### config.mk
export PLATFORM = sky130hd
export DESIGN_NAME = serv_rf
export DESIGN_NICKNAME = d
export VERILOG_FILES = /design/src/serv_rf_pkg.sv /design/src/serv_rf.sv /design/src/serv_rf_nibble_ram.sv /design/src/serv_rf_phase_counter.sv /design/src/serv_rf_read_ctrl.sv /design/src/serv_rf_read_shift.sv /design/src/serv_rf_write_ctrl.sv /design/src/serv_rf_write_shift.sv
export SDC_FILE = /design/constraint.sdc
export NUM_CORES = 2
export LEC_CHECK = 0
export BUFFER_PORTS_ARGS = -buffer_cell sky130_fd_sc_hd__buf_2
export CAP_MARGIN = 20
export CELL_PAD_IN_SITES_DETAIL_PLACEMENT = 0
export CELL_PAD_IN_SITES_GLOBAL_PLACEMENT = 2
export CORE_MARGIN = 2
export CORE_UTILIZATION = 49
export DETAILED_ROUTE_END_ITERATION = 7
export PLACE_DENSITY = 0.79
export SLEW_MARGIN = 20
export SYNTH_ARGS = -nofsm -noshare
export SYNTH_HDL_FRONTEND = slang
export SYNTH_HIERARCHICAL = 1
export SYNTH_SLANG_ARGS = --single-unit
### constraint.sdc
create_clock -name i_clk -period 35.9 [get_ports i_clk]
set_clock_uncertainty 0.15 [all_clocks]
set_input_delay 1.795 -clock i_clk [delete_from_list [all_inputs] [get_ports i_clk]]
set_output_delay 1.795 -clock i_clk [all_outputs]
set_load 0.01 [all_outputs]
### src/serv_rf_pkg.sv
package serv_rf_pkg;

   // General register number
   typedef logic [4:0] reg_addr_t;

   // RAM address
   // GPR {1'b0, reg[4:0], nib[2:0]}
   // CSR {1'b1, 3'b000, csr[1:0], nib[2:0]}
   typedef logic [8:0] ram_addr_t;

   typedef logic [3:0] nibble_t;

   // Nibble 0 holds bits 3..0
   typedef logic [2:0] nib_idx_t;

   // One-hot slot within a four-cycle group
   typedef logic [3:0] slot_t;

   typedef enum logic [1:0] {
      CSR_MSCRATCH = 2'd0,
      CSR_MTVEC    = 2'd1,
      CSR_MEPC     = 2'd2,
      CSR_MTVAL    = 2'd3
   } csr_slot_t;

   typedef enum logic [1:0] {
      WR_IDLE,
      WR_RUN,
      WR_DRAIN
   } wr_state_t;

   typedef struct packed {
      logic      rd_en;
      logic      csr_en;
      logic      mepc_en;
      logic      mtval_en;
      reg_addr_t rd_addr;
      csr_slot_t csr_slot;
   } wr_req_t;

   typedef struct packed {
      logic      en;
      ram_addr_t addr;
      nibble_t   data;
   } ram_wr_t;

   typedef struct packed {
      logic      req;
      reg_addr_t rs1_addr;
      reg_addr_t rs2_addr;
      csr_slot_t csr_slot;
   } rd_req_t;

endpackage

### src/serv_rf.sv
`timescale 1ns/1ns

module serv_rf (
   input  logic                 i_clk,
   input  logic                 i_rst,
   input  serv_rf_pkg::wr_req_t i_wr,
   input  logic                 i_rd,
   input  logic                 i_csr,
   input  logic                 i_mepc,
   input  logic                 i_mtval,
   input  serv_rf_pkg::rd_req_t i_rd_req,
   output logic                 o_rgnt,
   output logic                 o_rs1,
   output logic                 o_rs2,
   output logic                 o_csr
);

   import serv_rf_pkg::*;

   // Write side
   logic      wr_start;
   slot_t     wr_slot;
   nib_idx_t  wr_nib;
   logic      wr_last;
   logic      wr_en;
   ram_addr_t wr_addr;
   nibble_t   wr_data;
   ram_wr_t   ram_wr;

   // Read side
   logic      rd_start;
   slot_t     rd_slot;
   nib_idx_t  rd_nib;
   ram_addr_t rd_addr;
   nibble_t   rd_data;

   serv_rf_write_ctrl u_wctrl (
      .i_clk   (i_clk),
      .i_rst   (i_rst),
      .i_wr    (i_wr),
      .i_slot  (wr_slot),
      .i_nib   (wr_nib),
      .i_last  (wr_last),
      .o_start (wr_start),
      .o_wen   (wr_en),
      .o_waddr (wr_addr)
   );

   serv_rf_phase_counter u_wcnt (
      .i_clk   (i_clk),
      .i_rst   (i_rst),
      .i_start (wr_start),
      .o_slot  (wr_slot),
      .o_nib   (wr_nib),
      .o_last  (wr_last)
   );

   serv_rf_write_shift u_wshift (
      .i_clk    (i_clk),
      .i_rd     (i_rd),
      .i_csr    (i_csr),
      .i_mepc   (i_mepc),
      .i_mtval  (i_mtval),
      .i_slot   (wr_slot),
      .o_nibble (wr_data)
   );

   assign ram_wr = '{en: wr_en, addr: wr_addr, data: wr_data};

   serv_rf_read_ctrl u_rctrl (
      .i_clk   (i_clk),
      .i_rst   (i_rst),
      .i_req   (i_rd_req),
      .i_slot  (rd_slot),
      .i_nib   (rd_nib),
      .o_start (rd_start),
      .o_rgnt  (o_rgnt),
      .o_raddr (rd_addr)
   );

   // Read end is tracked by the controller itself
   serv_rf_phase_counter u_rcnt (
      .i_clk   (i_clk),
      .i_rst   (i_rst),
      .i_start (rd_start),
      .o_slot  (rd_slot),
      .o_nib   (rd_nib),
      .o_last  ()
   );

   serv_rf_read_shift u_rshift (
      .i_clk   (i_clk),
      .i_slot  (rd_slot),
      .i_rdata (rd_data),
      .o_rs1   (o_rs1),
      .o_rs2   (o_rs2),
      .o_csr   (o_csr)
   );

   serv_rf_nibble_ram u_ram (
      .i_clk   (i_clk),
      .i_wr    (ram_wr),
      .i_raddr (rd_addr),
      .o_rdata (rd_data)
   );

endmodule

### src/serv_rf_nibble_ram.sv
`timescale 1ns/1ns

module serv_rf_nibble_ram (
   input  logic                  i_clk,
   input  serv_rf_pkg::ram_wr_t  i_wr,
   input  serv_rf_pkg::ram_addr_t i_raddr,
   output serv_rf_pkg::nibble_t  o_rdata
);

   import serv_rf_pkg::*;

   // 32 GPRs and four CSRs, eight nibbles each
   nibble_t mem [0:511];

   always_ff @(posedge i_clk) begin
      if (i_wr.en) begin
         mem[i_wr.addr] <= i_wr.data;
      end
      o_rdata <= mem[i_raddr];
   end

   a_waddr_known: assert property (
      @(posedge i_clk) i_wr.en |-> !$isunknown(i_wr.addr)
   ) else $error("RAM write with unknown address");

endmodule

### src/serv_rf_phase_counter.sv
`timescale 1ns/1ns

module serv_rf_phase_counter (
   input  logic                  i_clk,
   input  logic                  i_rst,
   input  logic                  i_start,
   output serv_rf_pkg::slot_t    o_slot,
   output serv_rf_pkg::nib_idx_t o_nib,
   output logic                  o_last
);

   import serv_rf_pkg::*;

   slot_t    slot_q;
   nib_idx_t nib_q;

   // One-hot ring, empty until the first start
   always_ff @(posedge i_clk) begin
      if (i_rst) begin
         slot_q <= '0;
      end else if (i_start) begin
         slot_q <= 4'b0001;
      end else begin
         slot_q <= {slot_q[2:0], slot_q[3]};
      end
   end

   // Step to the next nibble once all four slots have had their turn
   always_ff @(posedge i_clk) begin
      if (i_rst) begin
         nib_q <= '0;
      end else if (i_start) begin
         nib_q <= '0;
      end else if (slot_q[3]) begin
         nib_q <= nib_q + 3'd1;
      end
   end

   assign o_slot = slot_q;
   assign o_nib  = nib_q;
   assign o_last = slot_q[3] && (nib_q == 3'd7);

endmodule

### src/serv_rf_read_ctrl.sv
`timescale 1ns/1ns

module serv_rf_read_ctrl (
   input  logic                   i_clk,
   input  logic                   i_rst,
   input  serv_rf_pkg::rd_req_t   i_req,
   input  serv_rf_pkg::slot_t     i_slot,
   input  serv_rf_pkg::nib_idx_t  i_nib,
   output logic                   o_start,
   output logic                   o_rgnt,
   output serv_rf_pkg::ram_addr_t o_raddr
);

   import serv_rf_pkg::*;

   logic [2:0] req_dly;
   logic       busy;
   reg_addr_t  rs1_q;
   reg_addr_t  rs2_q;
   csr_slot_t  csr_q;

   assign o_start = i_req.req;

   // Fixed latency, grant leads the first data bit by one cycle
   always_ff @(posedge i_clk) begin
      if (i_rst) begin
         req_dly <= '0;
         o_rgnt  <= 1'b0;
      end else begin
         req_dly <= {req_dly[1:0], i_req.req};
         o_rgnt  <= req_dly[2];
      end
   end

   // Busy until the CSR shifter takes nibble 7
   always_ff @(posedge i_clk) begin
      if (i_rst) begin
         busy <= 1'b0;
      end else if (i_req.req) begin
         busy <= 1'b1;
      end else if (i_slot[3] && (i_nib == 3'd7)) begin
         busy <= 1'b0;
      end
   end

   always_ff @(posedge i_clk) begin
      if (i_req.req) begin
         rs1_q <= i_req.rs1_addr;
         rs2_q <= i_req.rs2_addr;
         csr_q <= i_req.csr_slot;
      end
   end

   // Slot 3 is idle and just repeats the CSR address
   always_comb begin
      if (i_slot[0]) begin
         o_raddr = {1'b0, rs1_q, i_nib};
      end else if (i_slot[1]) begin
         o_raddr = {1'b0, rs2_q, i_nib};
      end else begin
         o_raddr = {1'b1, 3'b000, csr_q, i_nib};
      end
   end

   a_req_not_busy: assert property (
      @(posedge i_clk) disable iff (i_rst)
      i_req.req |-> !busy
   ) else $error("Read request while previous read still loading");

endmodule

### src/serv_rf_read_shift.sv
`timescale 1ns/1ns

module serv_rf_read_shift (
   input  logic                 i_clk,
   input  serv_rf_pkg::slot_t   i_slot,
   input  serv_rf_pkg::nibble_t i_rdata,
   output logic                 o_rs1,
   output logic                 o_rs2,
   output logic                 o_csr
);

   import serv_rf_pkg::*;

   // Staggered depths bring all three streams out in step
   logic [5:0] rs1_sr;
   logic [4:0] rs2_sr;
   logic [3:0] csr_sr;

   always_ff @(posedge i_clk) begin
      rs1_sr[4:0] <= rs1_sr[5:1];
      rs2_sr[3:0] <= rs2_sr[4:1];
      csr_sr[2:0] <= csr_sr[3:1];

      // RAM word arrives one cycle after its slot
      if (i_slot[1]) begin
         rs1_sr[5:2] <= i_rdata;
      end
      if (i_slot[2]) begin
         rs2_sr[4:1] <= i_rdata;
      end
      if (i_slot[3]) begin
         csr_sr[3:0] <= i_rdata;
      end
   end

   assign o_rs1 = rs1_sr[0];
   assign o_rs2 = rs2_sr[0];
   assign o_csr = csr_sr[0];

endmodule

### src/serv_rf_write_ctrl.sv
`timescale 1ns/1ns

module serv_rf_write_ctrl (
   input  logic                   i_clk,
   input  logic                   i_rst,
   input  serv_rf_pkg::wr_req_t   i_wr,
   input  serv_rf_pkg::slot_t     i_slot,
   input  serv_rf_pkg::nib_idx_t  i_nib,
   input  logic                   i_last,
   output logic                   o_start,
   output logic                   o_wen,
   output serv_rf_pkg::ram_addr_t o_waddr
);

   import serv_rf_pkg::*;

   wr_state_t state;

   // Source enables in slot order: mepc, mtval, csr, rd
   logic [3:0] src_en;
   reg_addr_t  rd_addr_q;
   csr_slot_t  csr_q;
   nib_idx_t   wr_nib;
   logic       any_en;
   logic       wr_phase;

   assign any_en  = i_wr.rd_en | i_wr.csr_en | i_wr.mepc_en | i_wr.mtval_en;
   assign o_start = (state == WR_IDLE) && any_en;

   always_ff @(posedge i_clk) begin
      if (i_rst) begin
         state <= WR_IDLE;
      end else begin
         case (state)
            WR_IDLE: begin
               if (o_start) begin
                  state <= WR_RUN;
               end
            end
            WR_RUN: begin
               if (i_last) begin
                  state <= WR_DRAIN;
               end
            end
            WR_DRAIN: begin
               if (i_slot[3]) begin
                  state <= WR_IDLE;
               end
            end
            default: state <= WR_IDLE;
         endcase
      end
   end

   always_ff @(posedge i_clk) begin
      if (o_start) begin
         src_en    <= {i_wr.rd_en, i_wr.csr_en, i_wr.mtval_en, i_wr.mepc_en};
         rd_addr_q <= i_wr.rd_addr;
         csr_q     <= i_wr.csr_slot;
      end
   end

   // Shifters hold a full nibble one group behind the counter,
   // so group 0 writes nothing and the drain group writes nibble 7
   assign wr_nib   = i_nib - 3'd1;
   assign wr_phase = ((state == WR_RUN) && (i_nib != 3'd0)) || (state == WR_DRAIN);
   assign o_wen    = wr_phase && |(src_en & i_slot);

   always_comb begin
      if (i_slot[0]) begin
         o_waddr = {1'b1, 3'b000, CSR_MEPC, wr_nib};
      end else if (i_slot[1]) begin
         o_waddr = {1'b1, 3'b000, CSR_MTVAL, wr_nib};
      end else if (i_slot[2]) begin
         o_waddr = {1'b1, 3'b000, csr_q, wr_nib};
      end else begin
         o_waddr = {1'b0, rd_addr_q, wr_nib};
      end
   end

   a_start_restart: assert property (
      @(posedge i_clk) disable iff (i_rst)
      o_start |=> (i_slot == 4'b0001) && (i_nib == 3'd0)
   ) else $error("Write counter not restarted by start");

   a_wen_slot: assert property (
      @(posedge i_clk) disable iff (i_rst)
      o_wen |-> $onehot(i_slot)
   ) else $error("RAM write enabled without a single active slot");

endmodule

### src/serv_rf_write_shift.sv
`timescale 1ns/1ns

module serv_rf_write_shift (
   input  logic                 i_clk,
   input  logic                 i_rd,
   input  logic                 i_csr,
   input  logic                 i_mepc,
   input  logic                 i_mtval,
   input  serv_rf_pkg::slot_t   i_slot,
   output serv_rf_pkg::nibble_t o_nibble
);

   import serv_rf_pkg::*;

   // Depth is 5 plus the slot number, so each low nibble
   // holds four fresh bits exactly when its slot comes round
   logic [4:0] mepc_sr;
   logic [5:0] mtval_sr;
   logic [6:0] csr_sr;
   logic [7:0] rd_sr;

   // LSB first, new bits enter at the top
   always_ff @(posedge i_clk) begin
      mepc_sr  <= {i_mepc, mepc_sr[4:1]};
      mtval_sr <= {i_mtval, mtval_sr[5:1]};
      csr_sr   <= {i_csr, csr_sr[6:1]};
      rd_sr    <= {i_rd, rd_sr[7:1]};
   end

   always_comb begin
      if (i_slot[0]) begin
         o_nibble = mepc_sr[3:0];
      end else if (i_slot[1]) begin
         o_nibble = mtval_sr[3:0];
      end else if (i_slot[2]) begin
         o_nibble = csr_sr[3:0];
      end else begin
         o_nibble = rd_sr[3:0];
      end
   end

endmodule

==> Word-level counts from Yosys, hierarchy flattened <==
Memory sizes are Yosys's and may differ from the RTL's. A register that Yosys moved wholly into a read port is not among the register bits.
Index checks and enable logic that the tools add are counted.
{ "op_classes": {"n_mux": 19, "eq_ne": 6, "n_addsub": 3, "reduce_logical": 11, "bitwise": 4} }
{ "ops": {"columns": ["operator", "count"], "rows": [
  ["9-bit two-way mux", 5],
  ["4-bit two-way mux", 3],
  ["3-bit two-way mux", 3],
  ["3-bit by 1-bit adder with 3-bit output, second input constant", 2],
  ["2-bit two-way mux", 3],
  ["2-bit by 1-bit inequality test with 1-bit output, second input constant", 3],
  ["2-bit one-hot mux with 3 select lines", 1],
  ["4-bit bitwise AND", 1],
  ["1-bit logical AND", 4],
  ["1-bit two-way mux", 4],
  ["2-bit OR reduction", 2],
  ["4-bit OR reduction", 1],
  ["3-bit == test, second input constant", 1],
  ["1-bit OR", 3],
  ["3-bit AND reduction", 1],
  ["3-bit nonzero test", 1],
  ["3-bit by 1-bit subtractor with 3-bit output, second input constant", 1],
  ["2-bit by 1-bit == test with 1-bit output, second input constant", 1],
  ["2-bit == test, second input constant", 1],
  ["2-bit zero test", 1],
  ["1-bit logical OR", 1]
]} }
{ "word_totals": {"elab_cells": 69, "ram_bits": 2048, "n_memories": 1, "register_bits": 84, "out_inout_bits": 4, "inputBits": 30} }
{ "memory_table": {"columns": ["name", "words", "width", "rd", "rd_clocked_by_memory_dff", "wr", "line", "text"], "rows": [
  ["u_ram.mem", 512, 4, 1, 1, 1, "serv_rf_nibble_ram.sv:13", "nibble_t mem [0:511];"]
]} }

==> Logic depth before layout (Yosys ltp) <==
{ "logic_depth": {"ltp_word": 6, "depth_mapped": 13, "ltp_nobuf": 9} }

==> Modules after synthesis <==
Netlist, hierarchy kept.
{ "by_module_without_submodules": {"columns": ["module", "area_per_inst_um2", "cells_each", "n_inst", "seq_area_each_um2"], "rows": [
  ["serv_rf_nibble_ram", 81604.5, 4403, 1, 61579.1],
  ["serv_rf_write_shift", 685.7, 45, 1, 520.5],
  ["serv_rf_read_ctrl", 590.6, 38, 1, 440.4],
  ["serv_rf_write_ctrl", 568.0, 43, 1, 370.4],
  ["serv_rf_phase_counter", 251.5, 22, 2, 140.1],
  ["serv_rf_read_shift", 431.7, 24, 1, 330.3]
]} }

==> Least setup slack after synthesis <==
OpenSTA, ideal clock, no wires.
{ "synth_timing": {"path_type": "register -> register", "start": "register u_wcnt.slot_q[0] (netlist: u_wcnt/o_slot[0])", "end": "memory u_ram/mem[0][2] in the netlist's numbering, data pin", "path_buffers": 1, "slack_ps": 10201, "required_ps": 31471, "path_stages_with_launch": 4, "arrival_time_ps": 21270, "period_less_slack_ps": 25699, "cell_sequence": "dfxtp_1 -> buf_4 -> nor2_2 -> a211oi_1"} }
{ "synth_between": {"elab_chain_len": 1} }
{ "synth_rtl": {"columns": ["element", "line", "text"], "rows": [
  ["start, declared", "serv_rf_phase_counter.sv:14", "slot_t slot_q;"],
  ["start signal, assigned", "serv_rf_phase_counter.sv:24", "slot_q <= {slot_q[2:0], slot_q[3]};"],
  ["4-bit two-way mux", "serv_rf_write_shift.sv:31", "if (i_slot[0]) begin"],
  ["net wr_data[2]", "serv_rf.sv:27", "nibble_t wr_data;"],
  ["end, declared", "serv_rf_nibble_ram.sv:13", null]
]} }
The timed path passes the listed nets, and every way through them passes these cells.

==> Final worst setup path <==
{ "layout_timing": {"start": "register u_rcnt.nib_q[2] (netlist: u_rcnt/o_nib[2])", "end": "register u_ram.o_rdata[3] (read register of u_ram.mem)"} }
{ "layout_between": {"elab_chain_len": 2} }
{ "layout_rtl": {"columns": ["element", "line", "text"], "rows": [
  ["start, declared", "serv_rf_phase_counter.sv:15", "nib_idx_t nib_q;"],
  ["start signal, assigned", "serv_rf_phase_counter.sv:35", "nib_q <= nib_q + 3'd1;"],
  ["9-bit two-way mux", "serv_rf_read_ctrl.sv:58", "end else if (i_slot[1]) begin"],
  ["9-bit two-way mux *", "serv_rf_read_ctrl.sv:56", "if (i_slot[0]) begin"],
  ["end, declared", "serv_rf_nibble_ram.sv:7", "output serv_rf_pkg::nibble_t o_rdata"]
]} }
Every way passes the cells marked *; elsewhere a longest branch is shown, timed or not.
A chain may end at the register's enable or synchronous reset.

==> summary.md <==
| Metric | Value |
|---|---|
| Clock sink count | 2136 |
| Critical Path Fanout Max | 43 |
| Slowest stage delay, CP | 0.86 ns |
| CP cell instances | buf_4 > nand2b_4 > buf_4 > buf_4 > o221ai_1 > nor3_1 > nor4_1 > nand4_1 > nor3_1 > and4_1 |
| Finished Core Util | 54.6% |
| Drt first-iter violations | 4374 |
| Nets@finish | 4644 |
| Slew Viols, Final | 0 |
| IO Pins | 34 |
| Initial core utilization | 49.2% |
| Final hold vios | 0 |
| Synthesized area | 84400 um^2 |
| Final period utilization | 14.8% |
| Core Region | 171000 um^2 |
| Via Count | 43425 |
| # DRC | 0 |
| FILL cells | 13117 |
| H-tree depth | 4 |
| Clock Path Buffers | 3 |
| DR vias/cell | 6.12 |
| DR WL/cell | 28.6 um |
| GR Util All Layers | 23.2% |
| GRT overflow | 0 |
| Total CTS buffers | 209 |
| Cell repeated most along the worst path | buf_4 |
| Hold crit path type | flop to flop |
| Drt first pass iters | 8 |
| Core Rows | 152 |
| Setup violators final | 0 |
| Post-synth net total | 4632 |
| Avg Cell Area, Syn | 18.4 um^2 |
| Area growth syn-to-layout | 10.9% |
| Final wirelength | 203 mm |
| F_max | 188 MHz |
| Cts hold-fix bufs | 0 |
| Setup Fix Bufs, Post-CTS | 0 |
| Max cap viols | 0 |
| Post-DRT Antenna Nets | 0 |
| RSZ-0062 raised after global routing | false |
| Least-Margin Pin Slew | 1.16 ns |
| Worst setup EP type | flop |
| Critical Path RT | 36.52 ns |
| First-pass GRT wire length | 297 mm |
| Most common cell after layout, fill and taps aside | edfxtp_1 |
| Cell Pwr Density | 56.3 nW/um^2 |
| Most frequent cells in the layout | edfxtp_1, nor2_1, mux2i_1 |
| TritonCTS clock tree | yes |
| Vias in the first global route | 43451 |
| Min Clock Period, post-route | 5.33 ns |
| Clock root buffer master | clkbuf_16 |
| Clock Latency Late Sink | 0.86 ns |
| Die ar. | 176000 um^2 |
| Number of antenna violations at the first check in global routing | 5 |
| Share of cells above drive strength 1 | 16.5% |
| Height of the die | 419 um |
| Smallest hold slack | 0.174 ns |
| Final Wtd Congestion | 0.809 |
| Critical path class | flop to flop |
| Width of the chip | 419 um |
| Max rail drop VDD | 0.0457 mV |
| Final TNS setup | 0 ns |
| Port bufs | 33 |
| Pwr Total | 0.00527 W |
| Static Leak | 27.3 nW |
| Post-synthesis cell count | 4596 |
| PostCTS Resize Cnt | 0 |
| Largest net degree at the start of global routing | 200 |
| HPWL after DPL | 118 mm |
| Crit path DAT | 5.95 ns |
| CP max stage cell | nor3_1 |
| Relative slew margins | 22.4% |
| Synth warn | 6 |
| CP startpoint kind | flop |
| Status | completed |
| Clock transition at path regs | 0.06 ns |
## cell type report
class,count,area [um^2],share of cell area [%]
well taps,2310,2890,3.09
clock inverters,121,1220,1.30
flip-flops and latches,2136,63500,67.9
diodes,1,2.50,0.00267
multi-input cells,2146,19300,20.6
inverters,10,41.3,0.0441
repair buffers,105,818,0.874
clock buffers,272,5790,6.19
## where the power goes
| group | internal, W | total (W) | switching (W) |
|---|---|---|---|
| combinational | 0.0000369 | 0.000234 | 0.000197 |
| clock | 0.00129 | 0.00221 | 0.000916 |
| sequential | 0.00282 | 0.00283 | 0.00000689 |
| total | 0.00415 | 0.00527 | 0.00112 |
## state kept, by name (all words and copies together), names as in the netlist, 5 cells and up
name	cells
u_rctrl/rs2_q	5
u_rctrl/rs1_q	5
u_wshift/rd_sr	8
u_wshift/csr_sr	7
u_wctrl/rd_addr_q	5
u_wshift/mtval_sr	6
u_rshift/rs2_sr	5
u_wshift/mepc_sr	5
u_ram/mem	2048
u_rshift/rs1_sr	6
## stage by stage
| step | setup WS (ns) | cell area, um^2 | instances |
|---|---|---|---|
| 3_5_place_dp | 30.75 | 86600 | 6707 |
| 4_1_cts | 30.73 | 93600 | 7100 |
| 2_1_floorplan | 10.20 | 84400 | 4596 |
| 5_1_grt | 30.41 | 93600 | 7101 |
| 6_report | 30.57 | 93600 | 7101 |
| 3_3_place_gp | 30.70 | 86600 | 6706 |
## routing by layer
metal / global-route usage (%) / part of all wire, % / vias to the layer above
met3: 3.92 / 7.6 / 293
met5: 0 / 0 / -
met4: 6.79 / 2.6 / 0
met1: 33.1 / 42 / 22737
met2: 37.1 / 48 / 1756
li1: - / - / 18639
## worst max-delay path, delay by kind of cell, from the launching register on
kind                   cells  cell delay (ns)
buffers and inverters      3             1.42
AOI/OAI and AO/OA          1             0.45
DFF                        1             0.75
and+or+nand+nor            6             2.27
## worst paths after layout
check,startpoint,to,slack (ns),cells after the start
setup / recovery,u_rcnt/o_nib[2]$_SDFFE_PP0P_,u_ram/o_rdata[3]$_DFF_P_,30.57,10
hold / removal,u_wshift/csr_sr[5]$_DFF_P_,u_wshift/csr_sr[4]$_DFF_P_,0.17,0
setup reg to reg,u_rcnt/o_nib[2]$_SDFFE_PP0P_,u_ram/o_rdata[3]$_DFF_P_,30.57,10
hold reg to reg,u_wshift/csr_sr[5]$_DFF_P_,u_wshift/csr_sr[4]$_DFF_P_,0.17,0
Note: power is estimated with default switching activity, not from simulation.
